## src/noc_ctrl_pkg.sv

```systemverilog
/*
 * Shared widths, register map, enums and bus structs for the control-sink shell.
 * Every RTL file refers to these by scoped name.
 */
package noc_ctrl_pkg;

   ///////////////////////////////////////////////////////////////////////
   // Sizes
   ///////////////////////////////////////////////////////////////////////
   localparam int NUM_PORTS  = 4;
   localparam int PORT_W     = 4;
   localparam int PORT_IDX_W = $clog2(NUM_PORTS);
   localparam int SEQ_W      = 12;
   localparam int SR_AWIDTH  = 8;
   localparam int SR_DWIDTH  = 32;
   localparam int RB_DWIDTH  = 64;
   localparam int SID_W      = 16;
   localparam int RB_SEL_W   = 3;

   // Block identifier returned by the NOC_ID readback
   localparam logic [RB_DWIDTH-1:0] NOC_ID = 64'hC7A1_0000_5E77_0001;

   ///////////////////////////////////////////////////////////////////////
   // Settings addresses claimed by the shell
   ///////////////////////////////////////////////////////////////////////
   localparam logic [SR_AWIDTH-1:0] SR_RB_ADDR      = 8'd124;
   localparam logic [SR_AWIDTH-1:0] SR_SRC_SID      = 8'd128;
   localparam logic [SR_AWIDTH-1:0] SR_NEXT_DST_SID = 8'd129;
   localparam logic [SR_AWIDTH-1:0] SR_CLEAR_SEQ    = 8'd130;

   // Answer for a readback select nobody decodes
   localparam logic [RB_DWIDTH-1:0] BAD_READBACK = 64'h0BAD_C0DE_0BAD_C0DE;

   // Readback selects, written through SR_RB_ADDR
   typedef enum logic [RB_SEL_W-1:0] {
      RB_NOC_ID        = 3'd0,
      RB_GLOBAL_PARAMS = 3'd1,
      RB_PORT_SIDS     = 3'd2
   } rb_sel_e;

   // Per-port command processor phases
   typedef enum logic [1:0] {
      IDLE,
      WRITE,
      READ,
      RESPOND
   } proc_state_e;

   ///////////////////////////////////////////////////////////////////////
   // Bus words
   ///////////////////////////////////////////////////////////////////////
   typedef struct packed {
      logic [PORT_W-1:0]    port;
      logic [SEQ_W-1:0]     seqnum;
      logic [SR_AWIDTH-1:0] addr;
      logic [7:0]           reserved;
      logic [SR_DWIDTH-1:0] data;
   } cmd_word_t;

   typedef struct packed {
      logic [PORT_W-1:0]    port;
      logic [SEQ_W-1:0]     seqnum;
      logic [RB_DWIDTH-1:0] rb_data;
   } resp_word_t;

   typedef struct packed {
      logic                 stb;
      logic [SR_AWIDTH-1:0] addr;
      logic [SR_DWIDTH-1:0] data;
   } set_bus_t;

endpackage

```

## src/cmd_port_proc.sv

```systemverilog
/*
 * Command processor for one block port. Puts each command on the port's
 * settings bus, updates the shell SID registers and answers with a readback word.
 */
module cmd_port_proc #(
   parameter int PORT_IDX = 0
) (
   input  logic                       clk,
   input  logic                       reset,
   input  noc_ctrl_pkg::cmd_word_t    i_cmd,
   input  logic                       i_cmd_valid,
   output logic                       o_cmd_ready,
   output noc_ctrl_pkg::resp_word_t   o_resp,
   output logic                       o_resp_valid,
   input  logic                       i_resp_ready,
   output noc_ctrl_pkg::set_bus_t     o_set,
   output logic                       o_clear_seq
);

   noc_ctrl_pkg::proc_state_e          state;
   noc_ctrl_pkg::cmd_word_t            cmd_q;
   noc_ctrl_pkg::rb_sel_e              rb_sel;
   logic [noc_ctrl_pkg::SID_W-1:0]     src_sid;
   logic [noc_ctrl_pkg::SID_W-1:0]     next_dst_sid;
   logic [noc_ctrl_pkg::RB_DWIDTH-1:0] rb_mux;
   logic [noc_ctrl_pkg::RB_DWIDTH-1:0] rb_data_q;
   logic                               wr_phase;

   ///////////////////////////////////////////////////////////////////////
   // Phase sequencing
   ///////////////////////////////////////////////////////////////////////
   always_ff @(posedge clk) begin
      if (reset) begin
         state <= noc_ctrl_pkg::IDLE;
      end else begin
         case (state)
            noc_ctrl_pkg::IDLE: begin
               if (i_cmd_valid) begin
                  state <= noc_ctrl_pkg::WRITE;
               end
            end
            noc_ctrl_pkg::WRITE: state <= noc_ctrl_pkg::READ;
            noc_ctrl_pkg::READ:  state <= noc_ctrl_pkg::RESPOND;
            noc_ctrl_pkg::RESPOND: begin
               if (i_resp_ready) begin
                  state <= noc_ctrl_pkg::IDLE;
               end
            end
            default: state <= noc_ctrl_pkg::IDLE;
         endcase
      end
   end

   assign o_cmd_ready = (state == noc_ctrl_pkg::IDLE);
   assign wr_phase    = (state == noc_ctrl_pkg::WRITE);

   // Capture the accepted command for the rest of the sequence
   always_ff @(posedge clk) begin
      if (o_cmd_ready && i_cmd_valid) begin
         cmd_q <= i_cmd;
      end
   end

   ///////////////////////////////////////////////////////////////////////
   // Settings bus and shell registers
   ///////////////////////////////////////////////////////////////////////
   always_comb begin
      o_set.stb   = wr_phase;
      o_set.addr  = cmd_q.addr;
      o_set.data  = cmd_q.data;
      o_clear_seq = wr_phase && (cmd_q.addr == noc_ctrl_pkg::SR_CLEAR_SEQ);
   end

   always_ff @(posedge clk) begin
      if (reset) begin
         src_sid      <= '0;
         next_dst_sid <= '0;
         rb_sel       <= noc_ctrl_pkg::RB_NOC_ID;
      end else if (wr_phase) begin
         case (cmd_q.addr)
            noc_ctrl_pkg::SR_SRC_SID:
               src_sid <= cmd_q.data[noc_ctrl_pkg::SID_W-1:0];
            noc_ctrl_pkg::SR_NEXT_DST_SID:
               next_dst_sid <= cmd_q.data[noc_ctrl_pkg::SID_W-1:0];
            noc_ctrl_pkg::SR_RB_ADDR:
               rb_sel <= noc_ctrl_pkg::rb_sel_e'(cmd_q.data[noc_ctrl_pkg::RB_SEL_W-1:0]);
            default: ;
         endcase
      end
   end

   ///////////////////////////////////////////////////////////////////////
   // Readback
   ///////////////////////////////////////////////////////////////////////

   // Sampled in READ, so a write to these registers is already visible
   always_comb begin
      case (rb_sel)
         noc_ctrl_pkg::RB_NOC_ID:
            rb_mux = noc_ctrl_pkg::NOC_ID;
         noc_ctrl_pkg::RB_GLOBAL_PARAMS:
            rb_mux = {{(noc_ctrl_pkg::RB_DWIDTH-5){1'b0}}, 5'(noc_ctrl_pkg::NUM_PORTS)};
         noc_ctrl_pkg::RB_PORT_SIDS:
            rb_mux = {src_sid, next_dst_sid, 32'd0};
         default:
            rb_mux = noc_ctrl_pkg::BAD_READBACK;
      endcase
   end

   always_ff @(posedge clk) begin
      if (state == noc_ctrl_pkg::READ) begin
         rb_data_q <= rb_mux;
      end
   end

   // Response carries this port's index and the command's sequence number
   always_comb begin
      o_resp.port    = noc_ctrl_pkg::PORT_W'(PORT_IDX);
      o_resp.seqnum  = cmd_q.seqnum;
      o_resp.rb_data = rb_data_q;
      o_resp_valid   = (state == noc_ctrl_pkg::RESPOND);
   end

endmodule

```

## src/cmd_port_steer.sv

```systemverilog
/*
 * Single-entry command buffer that steers each word to the processor named by
 * its port field. Out-of-range ports are dropped one cycle after acceptance.
 */
module cmd_port_steer (
   input  logic                                 clk,
   input  logic                                 reset,
   input  noc_ctrl_pkg::cmd_word_t              i_cmd,
   input  logic                                 i_cmd_valid,
   output logic                                 o_cmd_ready,
   output noc_ctrl_pkg::cmd_word_t              o_port_cmd,
   output logic [noc_ctrl_pkg::NUM_PORTS-1:0]   o_port_valid,
   input  logic [noc_ctrl_pkg::NUM_PORTS-1:0]   i_port_ready
);

   noc_ctrl_pkg::cmd_word_t hold_q;
   logic                    hold_valid_q;
   logic                    ready_en_q;
   logic                    out_of_range;
   logic                    hold_done;

   // One-hot decode of the held port field
   always_comb begin
      for (int p = 0; p < noc_ctrl_pkg::NUM_PORTS; p++) begin
         o_port_valid[p] = hold_valid_q &&
                           (hold_q.port == noc_ctrl_pkg::PORT_W'(p));
      end
   end

   assign out_of_range = hold_q.port >= noc_ctrl_pkg::PORT_W'(noc_ctrl_pkg::NUM_PORTS);

   // Held word leaves when its processor takes it, or at once if it has no port
   assign hold_done   = hold_valid_q && (out_of_range || |(o_port_valid & i_port_ready));
   assign o_cmd_ready = ready_en_q && (!hold_valid_q || hold_done);
   assign o_port_cmd  = hold_q;

   always_ff @(posedge clk) begin
      if (reset) begin
         hold_valid_q <= 1'b0;
         ready_en_q   <= 1'b0;
      end else begin
         ready_en_q <= 1'b1;
         if (i_cmd_valid && o_cmd_ready) begin
            hold_valid_q <= 1'b1;
         end else if (hold_done) begin
            hold_valid_q <= 1'b0;
         end
      end
   end

   always_ff @(posedge clk) begin
      if (i_cmd_valid && o_cmd_ready) begin
         hold_q <= i_cmd;
      end
   end

endmodule

```

## src/noc_ctrl_shell.sv

```systemverilog
/*
 * Control-sink top level. Commands are steered to one processor per block port
 * and the responses are merged back onto a single output stream.
 */
module noc_ctrl_shell (
   input  logic                                 clk,
   input  logic                                 reset,
   input  noc_ctrl_pkg::cmd_word_t              i_cmd,
   input  logic                                 i_cmd_valid,
   output logic                                 o_cmd_ready,
   output noc_ctrl_pkg::resp_word_t             o_resp,
   output logic                                 o_resp_valid,
   input  logic                                 i_resp_ready,
   output noc_ctrl_pkg::set_bus_t               o_set [noc_ctrl_pkg::NUM_PORTS],
   output logic [noc_ctrl_pkg::NUM_PORTS-1:0]   o_clear_seq
);

   noc_ctrl_pkg::cmd_word_t               port_cmd;
   logic [noc_ctrl_pkg::NUM_PORTS-1:0]    port_valid;
   logic [noc_ctrl_pkg::NUM_PORTS-1:0]    port_ready;
   noc_ctrl_pkg::resp_word_t              proc_resp [noc_ctrl_pkg::NUM_PORTS];
   logic [noc_ctrl_pkg::NUM_PORTS-1:0]    proc_resp_valid;
   logic [noc_ctrl_pkg::NUM_PORTS-1:0]    proc_resp_ready;

   cmd_port_steer u_steer (
      .clk          (clk),
      .reset        (reset),
      .i_cmd        (i_cmd),
      .i_cmd_valid  (i_cmd_valid),
      .o_cmd_ready  (o_cmd_ready),
      .o_port_cmd   (port_cmd),
      .o_port_valid (port_valid),
      .i_port_ready (port_ready)
   );

   // One processor per block port, all sharing the steered command bus
   for (genvar p = 0; p < noc_ctrl_pkg::NUM_PORTS; p++) begin : g_port
      cmd_port_proc #(.PORT_IDX(p)) u_proc (
         .clk          (clk),
         .reset        (reset),
         .i_cmd        (port_cmd),
         .i_cmd_valid  (port_valid[p]),
         .o_cmd_ready  (port_ready[p]),
         .o_resp       (proc_resp[p]),
         .o_resp_valid (proc_resp_valid[p]),
         .i_resp_ready (proc_resp_ready[p]),
         .o_set        (o_set[p]),
         .o_clear_seq  (o_clear_seq[p])
      );
   end

   resp_arbiter u_arb (
      .clk          (clk),
      .reset        (reset),
      .i_resp       (proc_resp),
      .i_resp_valid (proc_resp_valid),
      .o_resp_ready (proc_resp_ready),
      .o_resp       (o_resp),
      .o_resp_valid (o_resp_valid),
      .i_resp_ready (i_resp_ready)
   );

endmodule

```

## src/resp_arbiter.sv

```systemverilog
/*
 * Round-robin merge of the per-port responses onto one valid/ready stream.
 * The grant is held while the output is stalled so the word stays stable.
 */
module resp_arbiter (
   input  logic                                 clk,
   input  logic                                 reset,
   input  noc_ctrl_pkg::resp_word_t             i_resp [noc_ctrl_pkg::NUM_PORTS],
   input  logic [noc_ctrl_pkg::NUM_PORTS-1:0]   i_resp_valid,
   output logic [noc_ctrl_pkg::NUM_PORTS-1:0]   o_resp_ready,
   output noc_ctrl_pkg::resp_word_t             o_resp,
   output logic                                 o_resp_valid,
   input  logic                                 i_resp_ready
);

   logic [noc_ctrl_pkg::PORT_IDX_W-1:0] ptr_q;
   logic [noc_ctrl_pkg::PORT_IDX_W-1:0] lock_idx_q;
   logic                                locked_q;
   logic [noc_ctrl_pkg::PORT_IDX_W-1:0] grant_idx;
   logic [noc_ctrl_pkg::PORT_IDX_W-1:0] scan_idx;
   logic                                found;

   // First valid port at or after the pointer, unless a stalled grant is pending
   always_comb begin
      found     = 1'b0;
      grant_idx = ptr_q;
      scan_idx  = ptr_q;
      for (int i = 0; i < noc_ctrl_pkg::NUM_PORTS; i++) begin
         scan_idx = noc_ctrl_pkg::PORT_IDX_W'((int'(ptr_q) + i) % noc_ctrl_pkg::NUM_PORTS);
         if (!found && i_resp_valid[scan_idx]) begin
            found     = 1'b1;
            grant_idx = scan_idx;
         end
      end
      if (locked_q) begin
         found     = 1'b1;
         grant_idx = lock_idx_q;
      end
   end

   assign o_resp_valid = found;
   assign o_resp       = i_resp[grant_idx];

   always_comb begin
      o_resp_ready = '0;
      o_resp_ready[grant_idx] = found && i_resp_ready;
   end

   always_ff @(posedge clk) begin
      if (reset) begin
         ptr_q      <= '0;
         locked_q   <= 1'b0;
         lock_idx_q <= '0;
      end else begin
         locked_q   <= found && !i_resp_ready;
         lock_idx_q <= grant_idx;
         if (found && i_resp_ready) begin
            ptr_q <= (grant_idx == noc_ctrl_pkg::PORT_IDX_W'(noc_ctrl_pkg::NUM_PORTS - 1)) ?
                     '0 : grant_idx + 1'b1;
         end
      end
   end

endmodule

```

## config.mk

```make
export PLATFORM = sky130hd
export DESIGN_NAME = noc_ctrl_shell
export DESIGN_NICKNAME = d
export VERILOG_FILES = /design/src/noc_ctrl_pkg.sv /design/src/cmd_port_proc.sv /design/src/cmd_port_steer.sv /design/src/noc_ctrl_shell.sv /design/src/resp_arbiter.sv
export SDC_FILE = /design/constraint.sdc
export NUM_CORES = 1
export LEC_CHECK = 0
export ABC_CLOCK_PERIOD_IN_PS = 6100
export BUFFER_PORTS_ARGS = -buffer_cell sky130_fd_sc_hd__clkbuf_2
export CAP_MARGIN = 20
export CELL_PAD_IN_SITES_DETAIL_PLACEMENT = 0
export CELL_PAD_IN_SITES_GLOBAL_PLACEMENT = 1
export CORE_MARGIN = 1.5
export CORE_UTILIZATION = 47
export DETAILED_ROUTE_END_ITERATION = 16
export GPL_TIMING_DRIVEN = 0
export PLACE_DENSITY_LB_ADDON = 0.08
export RECOVER_POWER = 100
export SETUP_SLACK_MARGIN = 0.4
export SLEW_MARGIN = 20
export SYNTH_ARGS = -nofsm -noshare
export SYNTH_HDL_FRONTEND = slang
export SYNTH_SLANG_ARGS = --single-unit
export TNS_END_PERCENT = 30
```

## constraint.sdc

```tcl
create_clock -name clk -period 6.1 [get_ports clk]
set_input_delay 0.915 -clock clk [delete_from_list [all_inputs] [get_ports clk]]
set_output_delay 0.915 -clock clk [all_outputs]
set_load 0.05 [all_outputs]
```

After elaboration in Yosys (flattened, before gate mapping):

Index checks and enable logic that the tools add are counted.

* bits of input ports: 68
* flip-flop bits (word level): 675
* word-level logic and storage cells: 201

* bitwise gates (word level): 3
* magnitude comparators: 8
* $add $sub $neg: 4
* multiplexer cells: 42
* reductions and logical operators: 55
* equal/unequal tests: 48

Operators by type and width (number)
* 64-bit one-hot mux with 3 select lines: 4
* 80-bit binary-select mux with 2-bit select: 1
* 80-bit 2-to-1 mux: 2
* 8-bit == test, second input constant: 12
* 8-bit by 7-bit == test with 1-bit output, second input constant: 4
* 2-bit one-hot mux with 4 select lines: 4
* 2-bit AND reduction: 16
* 2-bit 2-to-1 mux: 13
* 1-bit logical AND: 21
* 2-bit == test, second input constant: 9
* 2-bit by 3-bit less-than comparator with 1-bit output, second input constant: 5
* 1-bit 2-to-1 mux: 13
* 3-bit by 1-bit == test with 1-bit output, second input constant: 4
* 3-bit by 2-bit == test with 1-bit output, second input constant: 4
* 3-bit logical NOT: 4
* 4-bit bitwise AND: 2
* 1-bit binary-select mux with 2-bit select: 4
* 2-bit by 1-bit == test with 1-bit output, second input constant: 4
* 4-bit by 2-bit == test with 1-bit output, second input constant: 2
* 2-bit logical NOT: 4
* 2-bit by 1-bit != test with 1-bit output, second input constant: 4
* 2-bit != test, second input constant: 4
* 1-bit logical NOT: 5
* 2-bit by 1-bit adder with 2-bit output, second input constant: 2
* 11 further kinds: 13

Depth between registers and ports, before layout:

Gate-level depths: netlist of run 1.

* word-level depth: 21
* gate-level depth with buffers: 15
* gate-level depth less buffers: 12

By module:

A second synthesis of run 1 with hierarchy kept.

* cells, all modules: 1719
* area total of the unflattened synthesis: 24813.8 um^2

Modules (own cells, without submodules)
* cmd_port_proc (g_port[1].u_proc ...): area each 4893.4 um^2, cells each 329, times used 3
* cmd_port_proc (g_port[0].u_proc): area each 4889.7 um^2, cells each 328, times used 1
* resp_arbiter: area each 3183.1 um^2, cells each 324, times used 1
* cmd_port_steer: area each 2060.7 um^2, cells each 80, times used 1

Least setup slack after synthesis of run 1:

OpenSTA, ideal clock, no wires.

* path type: register -> register
* start point: reg u_steer.hold_q (netlist bit u_steer.o_port_cmd[62])
* end point: reg g_port[1].u_proc.cmd_q (netlist bit g_port[1].u_proc.o_resp[64]) (enable)
* cell stages (with the launch flop): 5
* path slack: 1038 ps
* library setup time: 537 ps
* arrival time: 4526 ps
* path buffers: 0
* cells stage by stage: edfxtp_1 -> nor2_1 -> and2_1 -> nand2_1 -> nor3b_1

* word-level cells in the longest chain between the ends: 3

RTL lines
* start: declaration: line cmd_port_steer.sv:16 `noc_ctrl_pkg::cmd_word_t hold_q;`
* start signal: assignment: line cmd_port_steer.sv:53 `hold_q <= i_cmd;`
* 4-bit by 1-bit == test with 1-bit output: line cmd_port_steer.sv:26 `(hold_q.port == noc_ctrl_pkg::PORT_W'(p));`
* 1-bit logical AND: line cmd_port_steer.sv:25 `o_port_valid[p] = hold_valid_q &&`
* 1-bit logical AND: line cmd_port_proc.sv:59 `if (o_cmd_ready && i_cmd_valid) begin`
* end signal: assignment: line cmd_port_proc.sv:60 `cmd_q <= i_cmd;`
* end: declaration: line cmd_port_proc.sv:21 `noc_ctrl_pkg::cmd_word_t cmd_q;`

No other way between the ends.
A chain may end at the register's enable or synchronous reset.

==> results of run 1 <==
[registers in the layout (all words and copies together) (netlist names)]
register	count
g_port.u_proc.rb_data_q	144
g_port.u_proc.o_set	160
u_steer.o_port_cmd	56
u_arb.locked_q	1
g_port.u_proc.src_sid	64
g_port.u_proc.o_resp	48
u_arb.lock_idx_q	2
g_port.u_proc.state	8
u_steer.ready_en_q	1
g_port.u_proc.rb_sel	12
u_arb.ptr_q	2
g_port.u_proc.next_dst_sid	64
u_steer.hold_valid_q	1
[how the worst min path moves through the flow]
stage                                        endpoint                               from  slack (ns)
floorplan            g_port[1].u_proc.next_dst_sid[0]   g_port[1].u_proc.next_dst_sid[0]        0.46
global placement     g_port[0].u_proc.next_dst_sid[0]   g_port[0].u_proc.next_dst_sid[0]        0.47
detailed placement  g_port[2].u_proc.next_dst_sid[13]  g_port[2].u_proc.next_dst_sid[13]        0.48
CTS                            u_steer.o_port_cmd[28]                          i_cmd[28]        0.43
global route                   u_steer.o_port_cmd[21]                          i_cmd[21]        0.45
finish                         u_steer.o_port_cmd[61]                          i_cmd[61]        0.47
[power breakdown]
part,internal [mW],switching [mW],leakage [nW]
registers,4.15,0.0525,4.94
logic,0.200,0.470,4.74
clock network,1.96,1.45,0.894
total,6.31,1.97,10.6
[through the flow]
stage                      util  TNS, ns  power [mW]
final                     0.556        0        8.28
after detailed placement  0.530        0        4.99
after floorplan               -        0        4.78
after CTS                 0.568        0        8.40
after global routing      0.556        0        8.54
after global placement    0.522  -131.31        4.97
[worst max-delay path, delay by kind of cell, from the launching register on]
kind / cells / cell delay, ns
buf+inv: 5 / 1.53
compound gates: 3 / 0.78
mux: 1 / 0.66
flops: 1 / 0.41
xor+xnor: 1 / 0.25
fa+ha+maj: 1 / 0.17
simple gates: 1 / 0.10
[cell type report]
type	count	area (um^2)	area share
well taps	615	769	0.0291
clock inverters	24	205	0.00777
multi-input cells	692	5290	0.200
diodes	1	2.50	0.0000947
flip-flops and latches	563	15400	0.581
inverters	33	124	0.00469
plain buffers	263	1780	0.0674
clock buffers	82	1610	0.0610
repair buffers	317	1280	0.0484
[placed cells by master (no fill, tap or decap), types with 12 or more instances in the layout]
| master | instances |
|---|---|
| sky130_fd_sc_hd__nand2_1 | 72 |
| sky130_fd_sc_hd__buf_4 | 199 |
| sky130_fd_sc_hd__and2_0 | 31 |
| sky130_fd_sc_hd__nand2b_1 | 16 |
| sky130_fd_sc_hd__a21oi_1 | 18 |
| sky130_fd_sc_hd__edfxtp_1 | 408 |
| sky130_fd_sc_hd__mux2i_1 | 147 |
| sky130_fd_sc_hd__dfxtp_1 | 155 |
| sky130_fd_sc_hd__and2_1 | 13 |
| sky130_fd_sc_hd__a21o_1 | 23 |
| sky130_fd_sc_hd__nor2_1 | 171 |
| sky130_fd_sc_hd__clkbuf_16 | 57 |
| sky130_fd_sc_hd__clkbuf_2 | 68 |
| sky130_fd_sc_hd__mux4_2 | 50 |
| sky130_fd_sc_hd__o21ai_0 | 16 |
| sky130_fd_sc_hd__inv_1 | 31 |
| sky130_fd_sc_hd__and3_1 | 17 |
| sky130_fd_sc_hd__ha_1 | 24 |
| sky130_fd_sc_hd__o21a_1 | 12 |
| sky130_fd_sc_hd__clkbuf_1 | 318 |
[logic make-up after synthesis]
group | after synthesis | share of synthesized area
compound gates | 85 | 0.0253
simple gates | 369 | 0.0764
other cells | 1 | 0.000167
xor+xnor | 5 | 0.00195
fa+ha+maj | 24 | 0.0133
buf+inv | 296 | 0.0848
mux | 198 | 0.116
flops | 563 | 0.682
[synthesized netlist by cell type, drive strengths merged (2+ instances only)]
master  count
a211o       2
a211oi      2
a21o       23
a21oi      18
and2       44
and3       17
and3b       4
buf       211
clkbuf     52
dfxtp     155
edfxtp    408
ha         24
inv        32
mux2i     147
mux4       50
nand2      72
nand2b     16
nand3      11
nand3b      5
nand4b      4
nor2      171
nor2b       3
nor3        2
nor3b       3
nor4        8
o211a       2
o21a       12
o21ai      16
o31ai       2
or2         4
or3         3
or3b        2
xor2        4
[layer usage]
metal | wire length, um | vias to the layer above | global-route usage
met4 | 1370 | 0 | 0.0672
met3 | 3810 | 87 | 0.0525
met2 | 25600 | 380 | 0.352
met1 | 24500 | 6274 | 0.312
li1 | - | 6069 | -
met5 | 0 | - | 0
==> impl_summary.md, run 1 <==
Floorplanning
The initial utilization of the core area, before any placement, comes to 0.473. The die covers 49200 um^2. The die is 222 um tall. The die is 222 um wide. The core region area is 47500 um^2. The floorplan row count is 80. For this design the top-level I/O count stands at 318.

Detailed routing
After detailed routing, the number of remaining DRC violations is 0. The routed layout has 12810 vias. For this block, the initial DRC count from the detailed router was 929.

In this run the remaining antenna-violating nets after routing total 0. The first detailed-routing pass took 5 iterations. In the final routed layout, each cell accounts on average for 21.3 um. Summed over all layers, the routed wires come to 55.2 mm. The number of vias per cell is 4.95.

Worst setup path
Walking the worst path, the cells encountered are ha_1 -> clkbuf_1 -> nor3b_1 -> a21o_1 -> a2111o_1 -> xnor2_1 -> a21o_1 -> clkbuf_1 -> buf_6 -> mux4_2 -> buf_4 -> clkbuf_2. The slowest cell on the critical path is sky130_fd_sc_hd__mux4_2. The destination of the critical timing path is o_resp[3].

The capturing point of the worst reg2reg path is u_steer.o_port_cmd[12]. STA puts the critical path data arrival time at 4.54 ns. The data required time of the critical path is 5.18 ns. The worst-path maximum fanout is 10. The worst setup path is launched from a flip-flop. The startpoint identified for the worst register-to-register timing path is g_port[0].u_proc.state[0]. The source of the critical timing path is g_port[3].u_proc.state[0]. The category of the critical setup timing path is flip-flop to output port. The slack of the worst reg-to-reg path is 1.65 ns. The capturing element type of the critical path is an output port. For the worst flop-to-flop path, the logic depth is 8. The critical path's largest stage delay is 0.66 ns.

Synthesis
The most used flip-flop cell after synthesis is sky130_fd_sc_hd__edfxtp_1. In the synthesized netlist the async set-or-reset flop fraction comes to 0. The number of enable flip-flop cells after synthesis is 408.

Dividing the synthesized area by the synthesized cell count gives 14.6 um^2. sky130_fd_sc_hd__edfxtp_1 takes more of the synthesized area than any other cell. Of the post-synthesis cell area, the dominant cell type holds 0.544. The number of synthesized register bits is 563. After synthesis the cells add up to 22500 um^2. The warning count from the yosys run is 0. The number of distinct standard cells referenced by the synthesized netlist is 50. Sorting the synthesized cells by area gives the leading types as sky130_fd_sc_hd__edfxtp_1, sky130_fd_sc_hd__dfxtp_1, sky130_fd_sc_hd__buf_4.

For this run, the register share of the synthesized area comes to 0.682. The synthesized netlist cell count is 1541.

Clock tree
The total CTS buffers is 57. The number of gates resized after cts is 0. The maximum buffer depth of the clock tree is 3. The post-CTS setup buffer count is 0. The tree built by TritonCTS fans out to 563 sinks. In this run, post-CTS hold repair placed 0 buffers. After clock tree synthesis, the clock-pin slew on the worst setup and hold paths is 0.06 ns. TritonCTS built the clock tree. Clock latency on the worst-skew pair, taken at its later pin, is 0.62 ns.

The library cell used as clock root buffer is sky130_fd_sc_hd__clkbuf_16. In this run the number of H-tree levels came out at 2.

Finish
In the final layout, the share of cells above drive strength 1 is 0.211. Relative to the synthesized area, the layout overhead comes to 17.4%. The finished layout cell area is 26400 um^2. The net count reported at finish is 2019. The filler cells instantiated in the layout total 4085. The finished layout holds 2590 standard cells, fillers aside.

Global routing
The pin count of the biggest net entering global routing is 40. The via count of the first global-routing pass was 12639. For this run, the total global-route usage over all layers was measured as 0.224. The initial antenna violation count is 0. The total grt overflow is 0. The first global-routing pass estimated 80.9 mm of wire.

Timing
The number of hold violations in the final report is 0. The number of max-slew violations in the final report is 157. The transition time at the pin with the least slew margin is 2.50 ns. Setup violations remaining at the end of the flow were counted as 0. The normalized max-slew margin is -0.666. The routed design could run at a clock period as short as 5.45 ns. The clock tree skew after final layout is 0.0144 ns.

The achievable frequency is 183 MHz. In the finished design, the share of the clock period the worst path needs comes to 0.894. The minimum setup slack in the final design is 0.648 ns. Across all hold checks on the routed design, the worst slack comes to 0.472 ns. Setup repair after global routing left no endpoint under its margin.

Pwr
The static power due to leakage is 10.6 nW. In this run the power density over the cells is 313 nW/um^2. IR analysis of the VDD net gives a maximum drop of 0.222 mV.

Flow run
The max-capacitance violation count is 5.

Placement
The number of placed instances, taps included, is 2483. The instance area at placement is 25200 um^2. Summed over all nets, the half-perimeter wirelength after detailed placement is 41.3 mm. Timing analysis after detailed placement gives a worst setup slack of 1.69 ns. The congestion estimate from routability-driven global placement came to 0.854.

In this run the tool buffered the top-level ports with 298 buffer cells.

Outcome
The run finished, with violations left. The final reports fail on capacitance limit, slew limit.

Min path
The worst hold path depth is 1. The class of the tightest hold or removal check is primary input to flip-flop.
(Power assumes the default switching activity.)
==> run 2, diff against run 1 <==
- ABC_CLOCK_PERIOD_IN_PS: 6100 -> 4400
- CORE_UTILIZATION: 47 -> 43
- clock period: 6.1 -> 4.4 ns (I/O delays scaled with it)
==> run 2 against run 1 <==
  * The flow still finishes with violations (capacitance limit, slew limit)
  * First-iteration DRC count fell by 10%
  * Routed wire length grew 4.8%
  * Hold slack lost 0.25 ns
  * Die area up 9.2%
  * Via count rose by 1.7%
  * Non-clock buffer count grew 15
  * Core utilization decreased by 2.6 points
  * Critical path type unchanged
  * Critical endpoint is now o_resp[33]
  * Largest cell class unchanged
  * Largest power group unchanged
==> impl_summary.md, run 2 (synthesized netlist as in run 1, its figures left out) <==
Outcome
Result of the run: finished with violations (unchanged). Violations in the final reports: capacitance limit, slew limit (unchanged).

Clock tree
The TritonCTS clock tree is done (unchanged). The maximum buffer depth of the clock tree is 3 (unchanged). The total number of clock tree sinks was 563 (unchanged). The cts-stage hold buffer count is 0 (unchanged). The total CTS buffers is 58 (was 57).

The maximum level of the CTS H-tree is 2 (unchanged). The clock network latency to the later pin of the worst-skew pair is 0.61 ns (was 0.62 ns). The library cell used as clock root buffer was sky130_fd_sc_hd__clkbuf_16 (unchanged). The post-CTS clock slew at the launch and capture registers of the worst setup and hold paths was 0.06 ns (about the same).

Pwr
The switching share of power was 0.235 (was 0.238). The relative contribution of the clock network to total power is 0.416 (was 0.411). The total power density per cell area was 433 nW/um^2 (was 313 nW/um^2). The power consumption is 11.8 mW (was 8.28 mW). The cell-internal power is 9.04 mW (was 6.31 mW). The combinational power share came to 0.090 (was 0.081).

The static power due to leakage came to 11.0 nW (was 10.6 nW). The share of total power in sequential cells came to 0.494 (was 0.508). The net switching power figure was 2.78 mW (was 1.97 mW).

The peak supply drop is 0.339 mV (was 0.222 mV).

Global routing
The via count of the first global-routing pass is 12820 (was 12639). The pin count of the biggest net entering global routing is 45 (was 40). The global-route wire length before repair is 83.4 mm (was 80.9 mm). The total grt overflow is 0 (unchanged). The global routing usage summed across all routing layers is 0.213 (was 0.224). The initial antenna violation count is 0 (unchanged).

Finish
The commonest non-fill, non-tap cell in the layout is sky130_fd_sc_hd__edfxtp_1 (unchanged). Most used cells in the layout excluding fill and tap cells: sky130_fd_sc_hd__edfxtp_1, sky130_fd_sc_hd__clkbuf_1, sky130_fd_sc_hd__buf_4 (unchanged). The signed area change from the synthesized netlist to the final layout was 21.3% (was 17.4%). The number of flip-flops in the largest register came to 160 (unchanged). The proportion of layout cells with a drive suffix above 1 was 0.252 (was 0.211). The finished layout cell area is 27300 um^2 (was 26400 um^2). The net count reported at finish came to 2036 (was 2019). The antenna diode instance count came to 0 (was 1).

Placement
The instance area at placement is 25300 um^2 (was 25200 um^2). The routability congestion estimate from global placement is 0.836 (was 0.854). The number of port buffers is 298 (unchanged). The final HPWL from detailed placement came to 42.8 mm (was 41.3 mm).

Worst setup path
The critical path startpoint category is a flip-flop (unchanged). The worst-path maximum fanout is 8 (was 10). The data required time of the critical path is 3.74 ns (was 5.18 ns). By instance count, the cell type seen most on the critical path is sky130_fd_sc_hd__mux4_2.

The data arrival time of the critical path came to 3.64 ns (was 4.54 ns). The number of buffers and inverters on the critical path was 4 (was 5). The critical path's largest stage delay was 0.55 ns (was 0.66 ns). Worst-path cell chain: ha_4 -> mux4_2 -> a2111o_1 -> xnor2_2 -> a21o_1 -> buf_6 -> buf_12 -> buf_4 -> mux4_2 -> clkbuf_2 (was ha_1 -> clkbuf_1 -> nor3b_1 -> a21o_1 -> a2111o_1 -> xnor2_1 -> a21o_1 -> clkbuf_1 -> buf_6 -> mux4_2 -> buf_4 -> clkbuf_2).

The slowest cell on the critical path is sky130_fd_sc_hd__mux4_2 (unchanged). The capturing element type of the critical path is an output port (unchanged). The category of the critical setup timing path is flip-flop to output port (unchanged). The largest delay contributor family on the critical path is multiplexers (was buffers and inverters).

Detailed routing
The number of vias per cell is 4.88 (was 4.95). The remaining antenna violation count after routing is 0 (unchanged). The iteration-0 DRC count of the detailed router came to 836 (was 929).

The wire length per cell is 21.7 um (was 21.3 um). The residual DRC count came to 0 (unchanged). The via count is 13030 (was 12810). The post-detailed-routing wire length was 57.9 mm (was 55.2 mm). The number of detailed-routing iterations run before antenna repair is 5 (unchanged).

Floorplanning
The floorplan row count is 83 (was 80). The core region area is 51500 um^2 (was 47500 um^2). The initial cell density of the core came to 0.437 (was 0.473). The die boundary width is 232 um (was 222 um).

The overall die area came to 53700 um^2 (was 49200 um^2). The I/O pin count is 318 (unchanged). The chip height is 232 um (was 222 um).

Timing
The number of failing setup endpoints in the final timing report came to 0 (unchanged). Static timing analysis puts the maximum clock frequency at 233 MHz. The number of max-slew violations in the final report was 164 (was 157). The transition time at the pin with the least slew margin came to 2.76 ns (was 2.50 ns). The clock tree skew after final layout was 0.0178 ns (was 0.0144 ns). In the finished design, the share of the clock period the worst path needs comes to 0.976. The final hold slack is 0.226 ns (was 0.472 ns). The total negative slack for setup checks is 0 ns (unchanged). The routed design could run at a clock period as short as 4.30 ns. Unrepaired setup endpoints after global routing: yes (was no). The number of hold violations in the final report is 0 (unchanged).

The normalized max-slew margin came to -0.843 (was -0.666).

Flow run
The max-capacitance violation count is 6 (was 5).

Min path
The class of the tightest hold or removal check is primary input to flip-flop (unchanged).
[run 2: cell type report]
type / count / area (um^2)
clock inverters: 27 / 290
well taps: 680 / 851
clock buffers: 81 / 1620
multi-input cells: 693 / 5430
fillers: 4529 / 24200
plain buffers: 263 / 1790
repair buffers: 332 / 1810
inverters: 33 / 124
flip-flops and latches: 563 / 15400
[run 2: path summary, 6_finish.rpt]
check | from | endpoint | slack [ns] | depth (start not counted)
hold / removal | i_cmd[59] | u_steer.o_port_cmd[59] | 0.23 | 1
hold reg to reg | g_port[2].u_proc.next_dst_sid[11] | g_port[2].u_proc.next_dst_sid[11] | 0.49 | 2
setup reg to reg | g_port[0].u_proc.state[0] | u_steer.o_port_cmd[8] | 0.45 | 9
setup / recovery | g_port[1].u_proc.state[1] | o_resp[33] | 0.10 | 10
[run 2: per-stage QoR]
stage / utilization / cells / worst slack [ns]
6_report: 0.530 / 2672 / 0.104
5_1_grt: 0.530 / 2672 / 0.0556
4_1_cts: 0.539 / 2665 / 0.0205
3_5_place_dp: 0.490 / 2545 / 0.168
3_3_place_gp: 0.483 / 2529 / -1.25
2_1_floorplan: - / 1551 / 0.694
[run 2: what timing repair did]
| action | 4_1_cts | 5_1_grt |
|---|---|---|
| resized for setup | 105 | 69 |
| setup buffers | 11 | 7 |
| endpoints found under the setup margin | 67 | 68 |
| cloned | 1 | 0 |
| pin swaps | 3 | 3 |
[run 2: power by group through the flow]
stage | Clock [mW] | Sequential [mW] | Combinational (mW)
finish | 4.92 | 5.84 | 1.06
global route | 5.23 | 5.85 | 1.11
CTS | 5.03 | 5.83 | 1.11
detailed placement | 0 | 5.94 | 0.986
global placement | 0 | 5.94 | 0.958
floorplan | 0 | 5.90 | 0.721
[run 2: metal layers]
layer | GRT usage | wire length (um)
met1 | 0.290 | 25500
met2 | 0.349 | 27900
met3 | 0.0452 | 3510
met4 | 0.0528 | 1020
met5 | 0 | 0
